==> config.mk <==
export PLATFORM = sky130hd
export DESIGN_NAME = key_debounce
export DESIGN_NICKNAME = d
export VERILOG_FILES = /design/src/audio_pkg.sv /design/src/key_debounce.sv
export SDC_FILE = /design/constraint.sdc
export NUM_CORES = 1
export LEC_CHECK = 0
export BUFFER_PORTS_ARGS = -buffer_cell sky130_fd_sc_hd__buf_2
export CAP_MARGIN = 20
export CORE_AREA = 2 2 39 41
export CTS_CLUSTER_DIAMETER = 50
export DETAILED_ROUTE_END_ITERATION = 7
export DIE_AREA = 0 0 41 43
export PLACE_DENSITY = 0.5
export SYNTH_ARGS = -nofsm -noshare
export SYNTH_HDL_FRONTEND = slang
export SYNTH_SLANG_ARGS = --single-unit
==> constraint.sdc <==
create_clock -name i_clk -period 2.9 [get_ports i_clk]
set_input_delay 0.435 -clock i_clk [delete_from_list [all_inputs] [get_ports i_clk]]
set_output_delay 0.435 -clock i_clk [all_outputs]
set_load 0.02 [all_outputs]
==> src/audio_pkg.sv <==
`default_nettype none

package audio_pkg;

	// recorder state codes
	localparam int STATE_W = 4;
	localparam logic [STATE_W-1:0] ST_IDLE       = 4'd0;
	localparam logic [STATE_W-1:0] ST_REC        = 4'd1;
	localparam logic [STATE_W-1:0] ST_REC_PAUSE  = 4'd2;
	localparam logic [STATE_W-1:0] ST_PLAY       = 4'd3;
	localparam logic [STATE_W-1:0] ST_PLAY_PAUSE = 4'd4;

	// datapath widths
	localparam int SAMPLE_W = 16;
	localparam int ADDR_W   = 20;
	localparam int SPEED_W  = 3;

	// stable cycles before a key level is taken
	localparam int DEBOUNCE_CYCLES = 16;

	// 4096 / f rounded, indexed by the speed factor f
	localparam int RECIP_SHIFT = 12;
	localparam logic [12:0] RECIP_Q12 [1:8] = '{
		13'd4096,
		13'd2048,
		13'd1365,
		13'd1024,
		13'd819,
		13'd683,
		13'd585,
		13'd512
	};

endpackage

`default_nettype wire

==> src/key_debounce.sv <==
`timescale 1ns/1ps
`default_nettype none

module key_debounce (
	input  logic i_clk,
	input  logic i_rst_n,
	input  logic i_in,
	output logic o_neg
);

	logic [1:0] sync;
	logic level;
	logic [$clog2(audio_pkg::DEBOUNCE_CYCLES)-1:0] cnt;
	logic settle;

	// new level held for the whole window
	assign settle = (sync[1] != level) && (cnt == audio_pkg::DEBOUNCE_CYCLES - 1);

	always_ff @(posedge i_clk or negedge i_rst_n) begin
		if (!i_rst_n) begin
			sync  <= 2'b11;
			level <= 1'b1;
			cnt   <= '0;
			o_neg <= 1'b0;
		end else begin
			sync  <= {sync[0], i_in};
			o_neg <= settle && !sync[1];
			if (sync[1] == level || settle) begin
				cnt <= '0;
			end else begin
				cnt <= cnt + 1'b1;
			end
			if (settle) begin
				level <= sync[1];
			end
		end
	end

endmodule

`default_nettype wire

==> impl_metrics.ini <==
[outcome]
status = finished clean

[grt]
busiest_layer = met2
antenna_found_initial = 0
grt_use_met3 = 0.03141
grt.overflow.total = 0
met2_usage = 0.1125
grt_pass1_vias = 179
grt_pass1_wl_um = 862
grtUsageMet1 = 0.09365
grt_max_degree = 9
grt_usage = 0.08028

[detailed_routing]
via_per_inst = 3.956
dr.first_iter.drc_count = 2
drc_errors = 0
dr_total_vias = 178
drt_pass1_iterations = 2
drtAntennaViolNets = 0
wire_per_inst_um = 11.18
wl_um = 503

[floorplanning]
die_w_um = 41
die_area_mm2 = 0.001763
row_count = 14
start_util = 0.2315
coreArea_mm2 = 0.001384
dieHeight_um = 43
io_pins = 4

[sta]
finalHoldViolations = 0
drv_slew = 0
fmax_mhz = 846.8
finalSetupTns_ps = 0
rsz0062_at_grt = false
relSlewSlack = 0.8567
tightest_slew_ps = 213.4
finalCriticalPeriod_ps = 1181
layout_setup_ws_ps = 1719
clock_skew_ps = 12.19
finalCritPeriodShare = 0.4072
finalSetupViolations = 0

[final_layout]
mostFrequentLayoutCells = 5 x dfrtp_1, 4 x nor2_1, 3 x clkbuf_4, 3 x buf_2, 3 x dfstp_2
nNetsFinal = 34
n_antenna_cell = 0
drive_above_1_share = 0.4138
mostFrequentLayoutCell = dfrtp_1
syn2layout_area_growth_pct = 19.14

[placed_design]
portBuffers = 3
place_congestion = 0.6035
place_ws_ps = 1744
post-dp-hpwl_um = 345.3

[clocking]
cts-root-buf = clkbuf_4
clk_latency_ps = 260
htree_levels = 1
clk_pin_slew_ps = 60
cts_hold_buf = 0
cts_setup_buffers = 0
cts_tree = yes
cts_buffers = 3
clock_path_buffers = 2
numClockSinks = 8
cts_resized = 0

[power_and_ir_drop]
leakage_nw = 0.1749
p_total_mw = 0.2265
vdd_drop_max_mv = 0.2570
power_density_mw_per_mm2 = 593.5

[setup_path]
cpMaxStageDelayCell = dfrtp_1
worstSetupPathType = reg2out
critPathLaunchType = register
cp_num_buf_inv = 1
crit_chain = buf_2
endpoint_kind = output port
cp.required_ps = 2470
arrival_ps = 750
slowest_delay_ps = 350
critical_path.max_fanout = 1
cp_top_family = flip-flops

[synthesis]
synth.yosys.seq_area_share = 0.6367
synthesis.nets = 26
synth.avg_cell_area_um2 = 14.56
ys_warn_count = 0
synthDistinctLibCells = 12
ys_seq_elements = 8
syn_area_um2 = 320.3
synth_cells = 22

[flow_run]
maxCapViolCount = 0

[min_path]
hp-class = in2async
## cells by family after synthesis
group                      Yosys count  synth area share
xor gates and xnor gates             3           0.08205
adders and majority gates            1           0.03906
and+or+nand+nor                      8            0.1836
DFF                                  8            0.6367
buffers and inverters                1           0.01171
muxes                                1           0.04686
## path summary, 6_finish.rpt
check                         from       to  slack (ps)  cells past startpoint
max                          o_neg    o_neg        1720                      1
min                        i_rst_n   cnt[2]           7                      1
max reg2reg                 cnt[0]    level        1730                      3
min reg2reg                sync[0]  sync[1]         360                      0
max in group asynchronous  i_rst_n  sync[0]        2640                      1
min in group i_clk            i_in  sync[0]         290                      1
## stage by stage
step / utilization / instances / cell area, µm² / hold WS, ps
5_1_grt: 0.2758 / 45 / 381.6 / 1.269
6_report: 0.2758 / 45 / 381.6 / 6.648
4_1_cts: 0.2758 / 45 / 381.6 / 8.134
2_1_floorplan: - / 22 / 320.3 / 139.4
3_5_place_dp: 0.2568 / 41 / 355.3 / 279.9
3_3_place_gp: 0.2568 / 41 / 355.3 / 276.6
## metal layers
metal / up-vias / wire length, µm
met5: - / 0
met4: 0 / 0
met2: 3 / 264
met1: 92 / 217
met3: 0 / 21
li1: 83 / -
## registers in the layout, summed over array words and instances (netlist names)
name   flops
cnt        4
sync       2
level      1
o_neg      1
## where the power goes
part	internal [mW]	leakage, nW	switching (mW)
clock	0.0527	0.0150	0.0392
combinational	0.00577	0.0613	0.00677
sequential	0.118	0.0986	0.00423
## cells in the mapped netlist
cell type | instances | area [µm²]
nand3_4 | 1 | 17.52
nor2_1 | 4 | 15.01
nand2b_4 | 1 | 13.76
nor3b_1 | 1 | 7.510
xor2_1 | 1 | 8.760
dfstp_2 | 3 | 78.83
inv_1 | 1 | 3.750
mux2_4 | 1 | 15.01
dfrtp_1 | 5 | 125.1
nand3_1 | 1 | 5.000
xnor2_1 | 2 | 17.52
ha_1 | 1 | 12.51
## layout make-up
class | instances | area [µm²]
fill | 148 | 1002
sequential | 8 | 203.9
multi-input combinational | 13 | 112.6
clock buffer | 4 | 26.28
tap | 16 | 20.02
timing repair buffer | 3 | 15.01
inverter | 1 | 3.754
No activity file was read; power rests on OpenSTA's default activity.
