==> src/audio_pkg.sv <==
`default_nettype none

package audio_pkg;

	// recorder state codes
	localparam int STATE_W = 4;
	localparam logic [STATE_W-1:0] ST_IDLE       = 4'd0;
	localparam logic [STATE_W-1:0] ST_REC        = 4'd1;
	localparam logic [STATE_W-1:0] ST_REC_PAUSE  = 4'd2;
	localparam logic [STATE_W-1:0] ST_PLAY       = 4'd3;
	localparam logic [STATE_W-1:0] ST_PLAY_PAUSE = 4'd4;

	// datapath widths
	localparam int SAMPLE_W = 16;
	localparam int ADDR_W   = 20;
	localparam int SPEED_W  = 3;

	// stable cycles before a key level is taken
	localparam int DEBOUNCE_CYCLES = 16;

	// 4096 / f rounded, indexed by the speed factor f
	localparam int RECIP_SHIFT = 12;
	localparam logic [12:0] RECIP_Q12 [1:8] = '{
		13'd4096,
		13'd2048,
		13'd1365,
		13'd1024,
		13'd819,
		13'd683,
		13'd585,
		13'd512
	};

endpackage

`default_nettype wire

==> src/seg7_status.sv <==
`timescale 1ns/1ps
`default_nettype none

module seg7_status (
	input  logic i_fast,
	input  logic [audio_pkg::SPEED_W-1:0] i_speed,
	input  logic [3:0] i_play_time,
	input  logic [15:0] i_end_address,
	input  logic [audio_pkg::STATE_W-1:0] i_state,
	output logic [6:0] o_hex0,
	output logic [6:0] o_hex1,
	output logic [6:0] o_hex2,
	output logic [6:0] o_hex3,
	output logic [6:0] o_hex4,
	output logic [6:0] o_hex5,
	output logic [6:0] o_hex6,
	output logic [6:0] o_hex7,
	output logic [8:0] o_ledg
);

	logic pt_tens;
	logic [3:0] pt_ones;

	// active low, segment g in bit 6
	function automatic logic [6:0] hex_seg(input logic [3:0] h);
		case (h)
			4'h0: hex_seg = 7'b1000000;
			4'h1: hex_seg = 7'b1111001;
			4'h2: hex_seg = 7'b0100100;
			4'h3: hex_seg = 7'b0110000;
			4'h4: hex_seg = 7'b0011001;
			4'h5: hex_seg = 7'b0010010;
			4'h6: hex_seg = 7'b0000010;
			4'h7: hex_seg = 7'b1111000;
			4'h8: hex_seg = 7'b0000000;
			4'h9: hex_seg = 7'b0010000;
			4'ha: hex_seg = 7'b0001000;
			4'hb: hex_seg = 7'b0000011;
			4'hc: hex_seg = 7'b1000110;
			4'hd: hex_seg = 7'b0100001;
			4'he: hex_seg = 7'b0000110;
			default: hex_seg = 7'b0001110;
		endcase
	endfunction

	// play time as two decimal digits
	assign pt_tens = (i_play_time > 4'd9);
	assign pt_ones = pt_tens ? i_play_time - 4'd10 : i_play_time;

	assign o_hex0 = hex_seg(i_end_address[3:0]);
	assign o_hex1 = hex_seg(i_end_address[7:4]);
	assign o_hex2 = hex_seg(i_end_address[11:8]);
	assign o_hex3 = hex_seg(i_end_address[15:12]);
	assign o_hex4 = hex_seg(pt_ones);
	assign o_hex5 = hex_seg({3'b000, pt_tens});
	// speed factor, 1 to 8
	assign o_hex6 = hex_seg({1'b0, i_speed} + 4'd1);
	// dash marks slow mode
	assign o_hex7 = i_fast ? 7'b1111111 : 7'b0111111;

	assign o_ledg[0]   = (i_state == audio_pkg::ST_IDLE);
	assign o_ledg[1]   = (i_state == audio_pkg::ST_REC);
	assign o_ledg[2]   = (i_state == audio_pkg::ST_REC_PAUSE);
	assign o_ledg[3]   = (i_state == audio_pkg::ST_PLAY);
	assign o_ledg[4]   = (i_state == audio_pkg::ST_PLAY_PAUSE);
	assign o_ledg[8:5] = 4'b0000;

endmodule

`default_nettype wire

==> config.mk <==
export PLATFORM = sky130hd
export DESIGN_NAME = seg7_status
export DESIGN_NICKNAME = d
export VERILOG_FILES = /design/src/audio_pkg.sv /design/src/seg7_status.sv
export SDC_FILE = /design/constraint.sdc
export NUM_CORES = 1
export LEC_CHECK = 0
export BUFFER_PORTS_ARGS = -buffer_cell sky130_fd_sc_hd__buf_2
export CORE_UTILIZATION = 50
export DETAILED_ROUTE_END_ITERATION = 12
export PLACE_DENSITY = 0.87
export SYNTH_ARGS = -nofsm -noshare
export SYNTH_HDL_FRONTEND = slang
export SYNTH_SLANG_ARGS = --single-unit
==> constraint.sdc <==
create_clock -name vclk -period 4.6
set_input_delay 0.69 -clock vclk [all_inputs]
set_output_delay 0.69 -clock vclk [all_outputs]
set_load 0.03 [all_outputs]
==> impl_results.md <==
- # rows: 21
- Drt drc: 0
- Buffer and inverter count on the worst path: 3
- Fin Hold WS: between 1000 and 1500 ps
- Overall global routing resource usage: 0.1823
- Routability cong.: just over 0.9
- DR pass1 iterations: 4
- Final Slew Violations: 0
- Outcome: finished clean
- Mapped Cells: 243
- Hold Vio Cnt, Final: 0
- Initial antenna violation count: 0
- Filler instances: between 300 and 400
- Worst path cell trace: buf_2 -> inv_1 -> o21ai_0 -> ha_1 -> mux2_2 -> a31oi_1 -> mux2i_1 -> buf_2
- Worst hold start: i_fast
- Remaining antenna violation count after routing: 0
- Critical path class: primary input to primary output
- Post-cts resize count: 0
- Slew headroom: 0.6352
- Met2 wire length: 1.984 mm
- Met3 wire length: 214 um
- Fmax: approximately 310 MHz
- Register area: 0 sq um
- Crit path largest cell delay: 470 ps
- IO Port Bufs: 78
- Multi-input logic area: between 1500 and 2000 sq um
- Vias: 1,921
- First-pass GRT wire length: 5.706 mm
- Tightest Pin Transition: 541.4 ps
- Initial Util: 0.5271
- Core box area: 3390 sq um
- Final setup vio count: 0
- Postcts setup bufs: 0
- Setup total negative slack: 0 ps
- Placed cells: 347
- CTS Hold Bufs: 0
- Layout cells sized above 1: 0.2957
- Grt ovf: 0
- Count of warnings emitted by yosys: 0
- Worst path slowest cell: o21ai_0
- Sequential fraction of the synthesis area: 0
- Hpwl dp: 3.141 mm
- Yosys cell types: 44
- Arrival time worst endpoint: 2540 ps
- Min-Delay Path Class: primary input to primary output
- CLK BUF: 0
- N_diodes: 0
- P_leak: 1.164 nW
- Max-Cap Viols: 0
- Uppermost layer routed: met4
- Die width: approximately 62 um
- Unrepaired setup endpoints after global routing: false
- Maximum fanout along the worst path: 11
- DR iter-0 viols: 234
- DRT Wirelength: 3.912 mm
- Mapped cell area: 1787 sq um
- Fin crit share: 0.7012
- Tmin final: 3225 ps
- Area growth syn-to-layout: 16.25%
- Cell area power density: 139.5 nW/um^2
- Die Span Y: roughly 60 um
- Number of vias per cell: 5.536
- Yosys top cell area share: 0.2451
- Boundary Pins: 93
- Biggest area consumer among synthesized cells: ha_1
- Vias in the first global route: roughly 1,300
- Largest net degree at the start of global routing: 17
- CP startpoint kind: primary input
- Top delay family on crit path: compound AO/OA/AOI/OAI gates
- Commonest non-fill, non-tap cells in the layout: buf_2 (78), ha_1 (35), inv_1 (24)
- Flip-flop and latch count: 0
- Worst setup EP type: primary output
- Commonest non-fill, non-tap cell in the layout: buf_2
- WP data required: 3910 ps
- Fin nets: 366
- CP most frequent cell: buf_2
- Wire per inst: 11.27 um
- Syn avg cell area: 7.353 sq um
- Hold Path End: o_hex7[6]
- Hold path cells: 0
- Most area-consuming cells after synthesis: ha_1 (25%), mux2i_1 (9.0%), buf_4 (7.1%), o21ai_0 (5.3%), inv_1 (5.0%)
- Final Non-Filler Cells: between 300 and 400
- Die ar.: 3817 sq um
- DRT met1 WL: about 1.7 mm
- Maximum VDD drop: 0.00008833 V
[power breakdown]
group          internal, W  switching [W]
combinational    0.0000949       0.000195
clock                    0              0
sequential               0              0
[synthesized netlist by cell type, drive strengths merged (3+ instances only)]
cell type / number
a21oi: 9
a22o: 6
buf: 27
clkbuf: 4
mux2i: 16
inv: 24
mux2: 4
a32o: 4
nand2: 13
nand3: 5
o21ai: 21
nand2b: 6
nor2: 16
ha: 35
o31ai: 3
nor4b: 3
a31oi: 3
o22ai: 8
nor2b: 4
mux4: 4
[worst max path at each step]
stage,from,to,cells past startpoint
global placement,i_play_time[1],o_hex4[3],8
CTS,i_play_time[1],o_hex4[3],8
global route,i_play_time[1],o_hex4[3],8
floorplan,i_play_time[1],o_hex4[4],7
finish,i_play_time[1],o_hex4[3],8
detailed placement,i_play_time[1],o_hex4[3],8
[metrics by stage]
step / setup slack, ps / power (W) / util / area (sq um)
6_report: 1375 / 0.0002897 / 0.6128 / 2077
5_1_grt: 1240 / 0.0003150 / 0.6128 / 2077
4_1_cts: 1383 / 0.0002890 / 0.6128 / 2077
3_5_place_dp: 1388 / 0.0002881 / 0.6128 / 2077
3_3_place_gp: 1426 / 0.0002842 / 0.6128 / 2077
2_1_floorplan: 1436 / 0.0002284 / - / 1828
[metal layers]
layer,GRT usage,up-vias
li1,-,959
met1,0.2590,881
met2,0.3241,79
met3,0.004141,2
met4,0.006349,0
met5,0,-
[cells by family (layout without fill, tap and decap cells)]
kind of cell | after synthesis | after routing | share of synthesized area
AOI/OAI and AO/OA | 66 | 66 | 0.2430
adders and majority gates | 35 | 35 | 0.2451
buffers and inverters | 55 | 102 | 0.1618
muxes | 24 | 24 | 0.1653
other | 2 | 13 | 0.004203
and+or+nand+nor | 61 | 61 | 0.1807
[final cells by class]
class                      instances  area share
inverter                          24     0.04337
tap                               46     0.02771
timing repair buffer              78      0.1880
multi-input combinational        199      0.7410
Note: power is estimated with default switching activity, not from simulation.
